## config.mk

```make
export PLATFORM = sky130hd
export DESIGN_NAME = opn_timer_top
export DESIGN_NICKNAME = d
export VERILOG_FILES = /design/src/opn_timer_pkg.sv /design/src/timer_ctrl_if.sv /design/src/opn_reg_port.sv /design/src/opn_timer.sv /design/src/opn_status.sv /design/src/opn_timer_top.sv
export SDC_FILE = /design/constraint.sdc
export NUM_CORES = 1
export LEC_CHECK = 0
export ABC_AREA = 0
export BUFFER_PORTS_ARGS = -buffer_cell sky130_fd_sc_hd__buf_2
export CORE_MARGIN = 2
export CORE_UTILIZATION = 55
export CTS_CLUSTER_SIZE = 30
export DETAILED_ROUTE_END_ITERATION = 8
export GPL_TIMING_DRIVEN = 0
export PLACE_DENSITY = 0.81
export SLEW_MARGIN = 0
export SYNTH_ARGS = -nofsm -noshare
export SYNTH_HDL_FRONTEND = slang
export SYNTH_SLANG_ARGS = --single-unit
```

## constraint.sdc

```tcl
create_clock -name mclk_i -period 2.3 [get_ports mclk_i]
set_input_delay 0.345 -clock mclk_i [delete_from_list [all_inputs] [get_ports mclk_i]]
set_output_delay 0.345 -clock mclk_i [all_outputs]
set_load 0.02 [all_outputs]
```

## src/opn_timer_pkg.sv

```systemverilog
package opn_timer_pkg;

	// **************************************************
	// timer widths and prescale
	// **************************************************

	// timer A counts sample ticks over a 10-bit range.
	parameter int TIMER_A_WIDTH = 10;

	// timer B counts over 8 bits.
	parameter int TIMER_B_WIDTH = 8;

	// timer B advances once per group of 16 sample ticks.
	parameter int TIMER_B_PRESCALE = 16;

	// **************************************************
	// bus and register types
	// **************************************************

	// one byte on the host bus, either a register number or a value.
	typedef logic [7:0] bus_data_t;

	// register numbers decoded in bank 0.
	typedef enum logic [7:0] {
		REG_TIMER_A_HI = 8'h24,
		REG_TIMER_A_LO = 8'h25,
		REG_TIMER_B    = 8'h26,
		REG_TIMER_CTRL = 8'h27
	} reg_addr_e;

	// state of the address latch.
	typedef enum logic {
		ADDR_IDLE = 1'b0,
		ADDR_HELD = 1'b1
	} addr_state_e;

	// bit positions inside register 0x27.
	parameter int CTRL_RUN_A   = 0;
	parameter int CTRL_RUN_B   = 1;
	parameter int CTRL_FLAG_A  = 2;
	parameter int CTRL_FLAG_B  = 3;
	parameter int CTRL_CLEAR_A = 4;
	parameter int CTRL_CLEAR_B = 5;

endpackage

```

## src/timer_ctrl_if.sv

```systemverilog
interface timer_ctrl_if #(
	parameter int A_WIDTH = 10,
	parameter int B_WIDTH = 8
);

	// reload values of the two timers.
	logic [A_WIDTH-1:0] load_a;
	logic [B_WIDTH-1:0] load_b;

	// run bits, level.
	logic run_a;
	logic run_b;

	// status flag enables, level.
	logic flag_en_a;
	logic flag_en_b;

	// one-cycle flag clears.
	logic clear_a;
	logic clear_b;

	modport reg_side (
		output load_a,
		output load_b,
		output run_a,
		output run_b,
		output flag_en_a,
		output flag_en_b,
		output clear_a,
		output clear_b
	);

	modport status_side (
		input flag_en_a,
		input flag_en_b,
		input clear_a,
		input clear_b
	);

endinterface

```

## src/opn_reg_port.sv

```systemverilog
module opn_reg_port #(
	parameter int A_WIDTH = 10,
	parameter int B_WIDTH = 8
) (
	input  logic                   mclk_i,
	input  logic                   rst_i,
	input  opn_timer_pkg::bus_data_t data_i,
	input  logic                   bank_i,
	input  logic                   addr_wr_i,
	input  logic                   data_wr_i,
	timer_ctrl_if.reg_side         ctrl
);

	opn_timer_pkg::addr_state_e state_q;
	opn_timer_pkg::reg_addr_e   sel_q;

	logic addr_kept;
	logic wr_en;
	logic wr_ctrl;

	// **************************************************
	// address latch
	// **************************************************

	// only bank 0 writes to the timer registers select anything.
	always_comb begin
		case (data_i)
			opn_timer_pkg::REG_TIMER_A_HI,
			opn_timer_pkg::REG_TIMER_A_LO,
			opn_timer_pkg::REG_TIMER_B,
			opn_timer_pkg::REG_TIMER_CTRL: addr_kept = !bank_i;
			default: addr_kept = 1'b0;
		endcase
	end

	always_ff @(posedge mclk_i) begin
		if (rst_i) begin
			state_q <= opn_timer_pkg::ADDR_IDLE;
			sel_q   <= opn_timer_pkg::REG_TIMER_A_HI;
		end else if (addr_wr_i) begin
			if (addr_kept) begin
				state_q <= opn_timer_pkg::ADDR_HELD;
				sel_q   <= opn_timer_pkg::reg_addr_e'(data_i);
			end else begin
				state_q <= opn_timer_pkg::ADDR_IDLE;
			end
		end
	end

	// the selection stays until the next address write, so a data write
	// in the same cycle as an address write still uses the old one.
	assign wr_en   = data_wr_i && (state_q == opn_timer_pkg::ADDR_HELD);
	assign wr_ctrl = wr_en && (sel_q == opn_timer_pkg::REG_TIMER_CTRL);

	// **************************************************
	// timer registers
	// **************************************************

	always_ff @(posedge mclk_i) begin
		if (rst_i) begin
			ctrl.load_a    <= '0;
			ctrl.load_b    <= '0;
			ctrl.run_a     <= 1'b0;
			ctrl.run_b     <= 1'b0;
			ctrl.flag_en_a <= 1'b0;
			ctrl.flag_en_b <= 1'b0;
		end else if (wr_en) begin
			case (sel_q)
				opn_timer_pkg::REG_TIMER_A_HI: begin
					ctrl.load_a[A_WIDTH-1 -: 8] <= data_i;
				end
				opn_timer_pkg::REG_TIMER_A_LO: begin
					ctrl.load_a[A_WIDTH-9:0] <= data_i[A_WIDTH-9:0];
				end
				opn_timer_pkg::REG_TIMER_B: begin
					ctrl.load_b <= data_i[B_WIDTH-1:0];
				end
				opn_timer_pkg::REG_TIMER_CTRL: begin
					ctrl.run_a     <= data_i[opn_timer_pkg::CTRL_RUN_A];
					ctrl.run_b     <= data_i[opn_timer_pkg::CTRL_RUN_B];
					ctrl.flag_en_a <= data_i[opn_timer_pkg::CTRL_FLAG_A];
					ctrl.flag_en_b <= data_i[opn_timer_pkg::CTRL_FLAG_B];
				end
				default: begin
					ctrl.run_a <= ctrl.run_a;
				end
			endcase
		end
	end

	// clear bits are not stored.
	always_ff @(posedge mclk_i) begin
		if (rst_i) begin
			ctrl.clear_a <= 1'b0;
			ctrl.clear_b <= 1'b0;
		end else begin
			ctrl.clear_a <= wr_ctrl && data_i[opn_timer_pkg::CTRL_CLEAR_A];
			ctrl.clear_b <= wr_ctrl && data_i[opn_timer_pkg::CTRL_CLEAR_B];
		end
	end

	// a clear reaches the status flags as a single-cycle pulse.
	clear_a_pulse: assert property (@(posedge mclk_i) disable iff (rst_i)
		ctrl.clear_a |=> !ctrl.clear_a);

	clear_b_pulse: assert property (@(posedge mclk_i) disable iff (rst_i)
		ctrl.clear_b |=> !ctrl.clear_b);

endmodule

```

## src/opn_timer.sv

```systemverilog
module opn_timer #(
	parameter int WIDTH    = 10,
	parameter int PRESCALE = 1
) (
	input  logic             mclk_i,
	input  logic             rst_i,
	input  logic             tick_i,
	input  logic             run_i,
	input  logic [WIDTH-1:0] load_val_i,
	output logic             ovf_o
);

	localparam int PS_W = (PRESCALE > 1) ? $clog2(PRESCALE) : 1;

	logic [PS_W-1:0]  pre_cnt_q;
	logic             pre_wrap;
	logic             cnt_tick;
	logic             run_q;
	logic [WIDTH-1:0] cnt_q;
	logic             at_top;

	// **************************************************
	// tick prescaler
	// **************************************************

	// free running from reset, independent of the run bit.
	assign pre_wrap = (pre_cnt_q == PS_W'(PRESCALE - 1));
	assign cnt_tick = tick_i && pre_wrap;

	always_ff @(posedge mclk_i) begin
		if (rst_i) begin
			pre_cnt_q <= '0;
		end else if (tick_i) begin
			if (pre_wrap) begin
				pre_cnt_q <= '0;
			end else begin
				pre_cnt_q <= pre_cnt_q + 1'b1;
			end
		end
	end

	// **************************************************
	// reload counter
	// **************************************************

	assign at_top = &cnt_q;

	// run_q low with run_i high marks the load cycle.
	assign ovf_o = run_i && run_q && cnt_tick && at_top;

	always_ff @(posedge mclk_i) begin
		if (rst_i) begin
			run_q <= 1'b0;
			cnt_q <= '0;
		end else begin
			run_q <= run_i;
			if (run_i && !run_q) begin
				cnt_q <= load_val_i;
			end else if (run_i && cnt_tick) begin
				// a new reload value is picked up here
				if (at_top) begin
					cnt_q <= load_val_i;
				end else begin
					cnt_q <= cnt_q + 1'b1;
				end
			end
		end
	end

	// an overflow needs the timer to have run through the previous cycle,
	// so none can come in the load cycle.
	ovf_when_running: assert property (@(posedge mclk_i) disable iff (rst_i)
		ovf_o |-> run_i && $past(run_i));

endmodule

```

## src/opn_status.sv

```systemverilog
module opn_status (
	input  logic                  mclk_i,
	input  logic                  rst_i,
	input  logic                  ovf_a_i,
	input  logic                  ovf_b_i,
	timer_ctrl_if.status_side     ctrl,
	output logic [1:0]            status_o,
	output logic                  irq_o
);

	logic [1:0] flag_q;
	logic [1:0] ovf;
	logic [1:0] enable;
	logic [1:0] clear;

	// bit 0 is timer A, bit 1 is timer B.
	assign ovf    = {ovf_b_i, ovf_a_i};
	assign enable = {ctrl.flag_en_b, ctrl.flag_en_a};
	assign clear  = {ctrl.clear_b, ctrl.clear_a};

	// **************************************************
	// status flags
	// **************************************************

	// a clear wins over a set in the same cycle.
	always_ff @(posedge mclk_i) begin
		if (rst_i) begin
			flag_q <= 2'b00;
		end else begin
			flag_q <= (flag_q | (ovf & enable)) & ~clear;
		end
	end

	assign status_o = flag_q;
	assign irq_o    = |flag_q;

	// the enable comes from the register port, so a flag may only rise
	// when the enable was already set at the overflow.
	flag_a_enabled: assert property (@(posedge mclk_i) disable iff (rst_i)
		$rose(status_o[0]) |-> $past(ctrl.flag_en_a));

	flag_b_enabled: assert property (@(posedge mclk_i) disable iff (rst_i)
		$rose(status_o[1]) |-> $past(ctrl.flag_en_b));

endmodule

```

## src/opn_timer_top.sv

```systemverilog
module opn_timer_top #(
	parameter int TIMER_A_WIDTH    = opn_timer_pkg::TIMER_A_WIDTH,
	parameter int TIMER_B_WIDTH    = opn_timer_pkg::TIMER_B_WIDTH,
	parameter int TIMER_B_PRESCALE = opn_timer_pkg::TIMER_B_PRESCALE
) (
	input  logic                     mclk_i,
	input  logic                     rst_i,
	input  logic                     tick_i,
	input  opn_timer_pkg::bus_data_t data_i,
	input  logic                     bank_i,
	input  logic                     addr_wr_i,
	input  logic                     data_wr_i,
	output logic [1:0]               status_o,
	output logic                     irq_o
);

	logic ovf_a;
	logic ovf_b;

	timer_ctrl_if #(
		.A_WIDTH(TIMER_A_WIDTH),
		.B_WIDTH(TIMER_B_WIDTH)
	) ctrl_if ();

	// **************************************************
	// host register port
	// **************************************************

	opn_reg_port #(
		.A_WIDTH(TIMER_A_WIDTH),
		.B_WIDTH(TIMER_B_WIDTH)
	) u_reg_port (
		.mclk_i   (mclk_i),
		.rst_i    (rst_i),
		.data_i   (data_i),
		.bank_i   (bank_i),
		.addr_wr_i(addr_wr_i),
		.data_wr_i(data_wr_i),
		.ctrl     (ctrl_if.reg_side)
	);

	// **************************************************
	// timers
	// **************************************************

	// timer A counts every sample tick.
	opn_timer #(
		.WIDTH   (TIMER_A_WIDTH),
		.PRESCALE(1)
	) u_timer_a (
		.mclk_i    (mclk_i),
		.rst_i     (rst_i),
		.tick_i    (tick_i),
		.run_i     (ctrl_if.run_a),
		.load_val_i(ctrl_if.load_a),
		.ovf_o     (ovf_a)
	);

	opn_timer #(
		.WIDTH   (TIMER_B_WIDTH),
		.PRESCALE(TIMER_B_PRESCALE)
	) u_timer_b (
		.mclk_i    (mclk_i),
		.rst_i     (rst_i),
		.tick_i    (tick_i),
		.run_i     (ctrl_if.run_b),
		.load_val_i(ctrl_if.load_b),
		.ovf_o     (ovf_b)
	);

	opn_status u_status (
		.mclk_i  (mclk_i),
		.rst_i   (rst_i),
		.ovf_a_i (ovf_a),
		.ovf_b_i (ovf_b),
		.ctrl    (ctrl_if.status_side),
		.status_o(status_o),
		.irq_o   (irq_o)
	);

endmodule

```

==> results of run 1 <==
-- cells in the final DEF, fill, tap and decap left out, types with 7 or more instances in the layout --
| cell type | synthesis | layout |
|---|---|---|
| dfxtp_1 | 59 | 59 |
| nor2_1 | 46 | 46 |
| mux2i_1 | 26 | 26 |
| nand2_1 | 23 | 23 |
| buf_2 | 3 | 19 |
| a21oi_1 | 14 | 14 |
| nand3_1 | 13 | 13 |
| o21ai_0 | 13 | 13 |
| nor3_1 | 12 | 12 |
| clkbuf_8 | 1 | 11 |
| clkbuf_1 | 6 | 8 |
| nand2b_1 | 7 | 7 |
| nor2b_1 | 7 | 7 |
| and2_1 | 7 | 7 |
-- final timing paths --
| check | cells past startpoint | slack (ps) | to |
|---|---|---|---|
| setup / recovery | 7 | 380 | u_timer_a.cnt_q[7]$_SDFFE_PP0P_ |
| hold / removal | 2 | 300 | u_reg_port.ctrl.clear_a$_SDFF_PP0_ |
| setup reg to reg | 7 | 380 | u_timer_a.cnt_q[7]$_SDFFE_PP0P_ |
| hold reg to reg | 1 | 390 | u_status.status_o[0]$_SDFF_PP0_ |
-- state kept, by name (all words and copies together) (netlist names) --
signal and cells:
u_timer_b.cnt_q 8, u_timer_b.run_q 1, u_reg_port.ctrl.flag_en_a 1, u_timer_a.cnt_q 10
u_reg_port.ctrl.flag_en_b 1, u_reg_port.ctrl.run_b 1, u_reg_port.sel_q 8, u_timer_b.pre_cnt_q 4
u_reg_port.ctrl.clear_b 1, u_timer_a.run_q 1, u_reg_port.state_q 1, u_reg_port.ctrl.load_a 10
u_reg_port.ctrl.clear_a 1, u_status.status_o 2, u_reg_port.ctrl.run_a 1, u_reg_port.ctrl.load_b 8
-- per-layer routing --
metal	global-route usage	vias up
met5	0	-
met2	0.366	65
met1	0.315	1071
li1	-	1154
met4	0.117	0
met3	0.0480	12
-- power by group through the flow --
stage	sequential, uW	combinational, uW	clock, uW
after floorplan	1050	30.2	0
after global placement	1050	61.8	0
after detailed placement	1050	62.1	0
after CTS	1030	62.7	792
after global routing	1030	68.6	834
final	1030	62.4	774
-- area by class of cell --
cell class,count,area (um2)
Buffer,12,66.3
Sequential cell,59,1180
Inverter,3,11.3
Tap cell,54,67.6
Clock buffer,12,145
Fill cell,419,1720
Timing Repair Buffer,16,80.1
Clock inverter,3,15.0
Multi-Input combinational cell,229,1410
-- stage by stage --
step	area, um2	utilization	cells
after floorplan	2670	-	303
after CTS	2970	0.634	388
after global routing	2970	0.634	388
after detailed placement	2810	0.599	373
final	2970	0.634	388
after global placement	2810	0.599	373
-- worst max-delay path: stages, from the launching register on --
cell and delay (ps):
dfxtp_1 400, ha_1 250, nand3_1 120, o31ai_1 330, buf_2 300, inv_1 100, a32oi_1 190, o22ai_1 90
-- cells by family (layout without fill, tap and decap cells) --
family | Yosys count | count (layout)
adder cells (fa/ha/maj) | 3 | 3
multiplexers | 28 | 28
AND/OR/NAND/NOR | 138 | 138
XOR/XNOR | 2 | 2
buffers and inverters | 15 | 46
AO/OA/AOI/OAI | 58 | 58
flip-flops | 59 | 59
==> flow_summary.json, run 1 <==
{
  "status": "finished, final reports clean",
  "min_from": "data_i[4]",
  "grt_max_degree": 11,
  "die_area_um2": 5420,
  "max_clock_freq_ghz": 0.522,
  "period_share": 0.833,
  "synthTopCellsByCount": "59 x dfxtp_1, 46 x nor2_1, 26 x mux2i_1",
  "seqPwrFrac": 0.552,
  "first_pass_iters": 5,
  "skew_ps": 6.16,
  "power_density_nw_per_um2": 628,
  "path_class": "flop to flop",
  "antenna_found_initial": 0,
  "ctsHoldBuffers": 0,
  "syn_nets": 320,
  "h-tree-depth": 3,
  "r2r-start": "u_timer_a.cnt_q[0]$_SDFFE_PP0P_",
  "grt_pass1_wl_mm": 9.79,
  "synth_top_area_share": 0.443,
  "final.setup.tns_ps": 0,
  "synth_edf_count": 0,
  "ctsRootBufferMaster": "clkbuf_8",
  "finalCriticalPeriod_ps": 1920,
  "p_sw_frac": 0.220,
  "synthArstFlopShare": 0,
  "dr_wl_met3_um": 271,
  "place_ws_ps": 423,
  "synth_area_leaders": "dfxtp_1 44%, mux2i_1 9.8%, nor2_1 6.5%",
  "synth_top_family_by_area": "simple AND/OR/NAND/NOR gates",
  "cts_tree": "built",
  "p_clk_frac": 0.415,
  "whs_ps": 301,
  "ys.flop_type": "dfxtp_1",
  "vias": 2302,
  "syn_area_um2": 2670,
  "rsz0062_at_grt": "false",
  "finalHoldViolCount": 0,
  "route.met2.wl_mm": 2.61,
  "die_y_um": 73.6,
  "drive_gt1_frac": 0.120,
  "drt_iter0_markers": 147,
  "finalMaxSlewViolations": 0,
  "start_util": 0.568,
  "post_cts_buffers": 0,
  "cp_max_fo": 10,
  "cts_buffers": 9,
  "postCtsResizedCells": 0,
  "hold_class": "primary input to flop",
  "portBuffers": 16,
  "die_w_um": 73.6,
  "max_slew_margin": 0.641,
  "ys_seq_area_frac": 0.443,
  "synth_xor_area_frac": 0.00657,
  "io_pins": 17,
  "syn2layout_area_growth_pct": 11.5,
  "num_rows": 25,
  "internal_power_uw": 1460,
  "arrival_ps": 2110,
  "drv_cap": 0,
  "postSynthCellCount": 303,
  "grt_pass1_vias": 2107,
  "via_per_inst": 5.93,
  "synth_compound_area_frac": 0.144,
  "critical_path_required_ps": 2490,
  "wl_mm": 5.89,
  "critical_path.startpoint": "u_timer_a.cnt_q[0]$_SDFFE_PP0P_",
  "clkTransAtPathRegs_ps": 60,
  "ys_seq_elements": 59,
  "diodes": 0,
  "cts_num_sinks": 59,
  "synth_top_area_cell": "dfxtp_1",
  "antenna_left": 0,
  "routed.top_layer": "met4",
  "leakage_uw": 0.00115,
  "setup.worst_path.start_class": "flop",
  "grt-ovfl-total": 0,
  "cts.path.max_buffers": 2,
  "syn_area_per_cell_um2": 8.80,
  "worst_pin_slew_ps": 537,
  "drc": 0,
  "grt_use_total": 0.237,
  "wl_met1_mm": 2.87,
  "p_switching_uw": 410,
  "ys_types": 53,
  "power_uw": 1870,
  "cp-end-kind": "flop",
  "gp_congestion": 0.901,
  "synthAdderAreaFrac": 0.0141,
  "ir_drop_mv": 0.423,
  "clk_latency_ps": 320,
  "muxShareOfSynthArea": 0.106,
  "ys_warn_count": 0,
  "setup_slack_ps": 384,
  "yosys.area_share.simple": 0.257,
  "core_um2": 4690,
  "dp_hpwl_mm": 4.17,
  "setup_viol": 0,
  "combPwrFrac": 0.033,
  "wl_per_cell_um": 15.2,
  "synth.most_common_cell": "dfxtp_1",
  "nets": 347
}
(Power assumes the default switching activity.)
==> run 2, diff against run 1 <==
clock period = 2 ns   (was 2.3 ns; I/O delays follow)
==> run 2 against run 1 <==
Effect of this change: cell count unchanged; register-to-register slack lost 260 ps; sequential share of layout area shrank 0.15 points; clock skew about the same; total power increased by 15%; clock power is 15% higher; fmax rose by 2.1%; clock-buffer cell count stayed put; critical path depth down 2; critical path type unchanged; critical endpoint is now u_timer_a.cnt_q[5]$_SDFFE_PP0P_; largest cell class unchanged; largest power group unchanged; highest routed layer unchanged.
==> flow_summary.json, run 2 (synthesis results as in run 1) <==
{
  "status": "finished, final reports clean",
  "drv_cap": 0,
  "layout_common_cells": "59 x dfxtp_1, 46 x nor2_1, 26 x mux2i_1",
  "fin_util": 0.636,
  "io_pins": 17,
  "grt-ovfl-total": 0,
  "placed_area_um2": 2810,
  "post_cts_buffers": 0,
  "reg_top3": "u_reg_port.ctrl.load_a: 10 flops, u_timer_a.cnt_q: 10 flops",
  "via_per_inst": 5.97,
  "h-tree-depth": 3,
  "antenna_left": 0,
  "die_w_um": 73.6,
  "cts_buffers": 9,
  "power_density_nw_per_um2": 720,
  "start_util": 0.568,
  "finalMaxSlewViolations": 0,
  "first_pass_iters": 4,
  "multiInputGateArea_um2": 1420,
  "fillers": 417,
  "path_class": "flop to flop",
  "vias": 2315,
  "wl_per_cell_um": 15.2,
  "internal_power_uw": 1670,
  "mostFrequentLayoutCell": "dfxtp_1",
  "max_clock_freq_ghz": 0.533,
  "cpMostUsedCell": "clkbuf_1",
  "rsz0062_at_grt": "false",
  "nets": 347,
  "cts_num_sinks": 59,
  "die_area_um2": 5420,
  "period_share": 0.938,
  "drc": 0,
  "grt_pass1_vias": 2107,
  "grt_max_degree": 11,
  "finalCriticalPeriod_ps": 1880,
  "cp-end-kind": "flop",
  "combPwrFrac": 0.033,
  "max_slew_margin": 0.660,
  "cts_tree": "built",
  "setup_viol": 0,
  "critical-path-slowest-cell": "a2111oi_0",
  "leakage_uw": 0.00115,
  "die_y_um": 73.6,
  "p_switching_uw": 474,
  "wl_mm": 5.91,
  "clkTransAtPathRegs_ps": 60,
  "power_uw": 2150,
  "hold_class": "primary input to flop",
  "dp_hpwl_mm": 4.17,
  "gp_congestion": 0.901,
  "p_sw_frac": 0.221,
  "clk_latency_ps": 320,
  "grt_pass1_wl_mm": 9.79,
  "ir_drop_mv": 0.487,
  "drt_iter0_markers": 134,
  "finalHoldViolCount": 0,
  "drive_gt1_frac": 0.126,
  "p_clk_frac": 0.416,
  "grt_use_total": 0.237,
  "max_stage_delay_ps": 480,
  "path_cells": "clkbuf_1 > and2_1 > clkbuf_1 > o2bb2ai_1 > a2111oi_0",
  "antenna_found_initial": 0,
  "design_area_um2": 2980,
  "cts.path.max_buffers": 2,
  "critical_path_required_ps": 2170,
  "worst_pin_slew_ps": 497,
  "diodes": 0,
  "arrival_ps": 2050,
  "setup.worst_path.start_class": "flop",
  "core_um2": 4690,
  "cp_max_fo": 9,
  "syn2layout_area_growth_pct": 12.0,
  "seq_area_um2": 1180,
  "final.setup.tns_ps": 0,
  "num_rows": 25,
  "seqPwrFrac": 0.551,
  "ctsRootBufferMaster": "clkbuf_8",
  "portBuffers": 16,
  "skew_ps": 6.17
}
==> run 2: repair_timing <==
action	in CTS	in global routing
gates resized for setup	0	3
hold buffers	0	0
endpoints found under the setup margin	0	3
==> run 2: power groups by stage <==
stage,combinational [uW],clock [uW],sequential (uW)
CTS,72.2,910,1180
global placement,71.0,0,1210
finish,71.7,893,1180
global route,78.9,958,1180
floorplan,34.8,0,1210
detailed placement,71.4,0,1210
==> run 2: cell type report <==
type / instances / share of cell area
plain buffers: 12 / 0.0231
clock buffers: 12 / 0.0486
clock inverters: 3 / 0.00503
inverters: 3 / 0.00377
multi-input cells: 229 / 0.474
flip-flops and latches: 59 / 0.396
well taps: 54 / 0.0226
repair buffers: 16 / 0.0268
==> run 2: routing by layer <==
layer	up-vias	global-route usage	routed length [um]
met5	-	0	0
met4	0	0.117	111
met3	11	0.0480	285
met2	62	0.366	2650
met1	1086	0.315	2860
li1	1156	-	-
==> run 2: worst paths after layout <==
path,cells past startpoint,startpoint,slack [ps],to
hold reg to reg,1,u_reg_port.ctrl.clear_a$_SDFF_PP0_,390,u_status.status_o[0]$_SDFF_PP0_
hold / removal,3,addr_wr_i,260,u_reg_port.state_q$_SDFFE_PP0P_
setup / recovery,5,u_reg_port.ctrl.run_a$_SDFFE_PP0P_,120,u_timer_a.cnt_q[5]$_SDFFE_PP0P_
setup reg to reg,5,u_reg_port.ctrl.run_a$_SDFFE_PP0P_,120,u_timer_a.cnt_q[5]$_SDFFE_PP0P_
==> run 2: per-stage QoR <==
stage / hold slack, ps / cells / setup WS, ps
global route: 250 / 388 / 19.0
finish: 258 / 388 / 123
global placement: 379 / 373 / 104
CTS: 242 / 388 / 104
floorplan: 376 / 303 / 287
detailed placement: 384 / 373 / 123
==> run 2: worst max-delay path, delay by kind of cell (launching register included) <==
kind                   cells  cell delay (ps)
DFF                        1              310
and+or+nand+nor            1              180
buffers and inverters      2              600
AOI/OAI and AO/OA          2              620
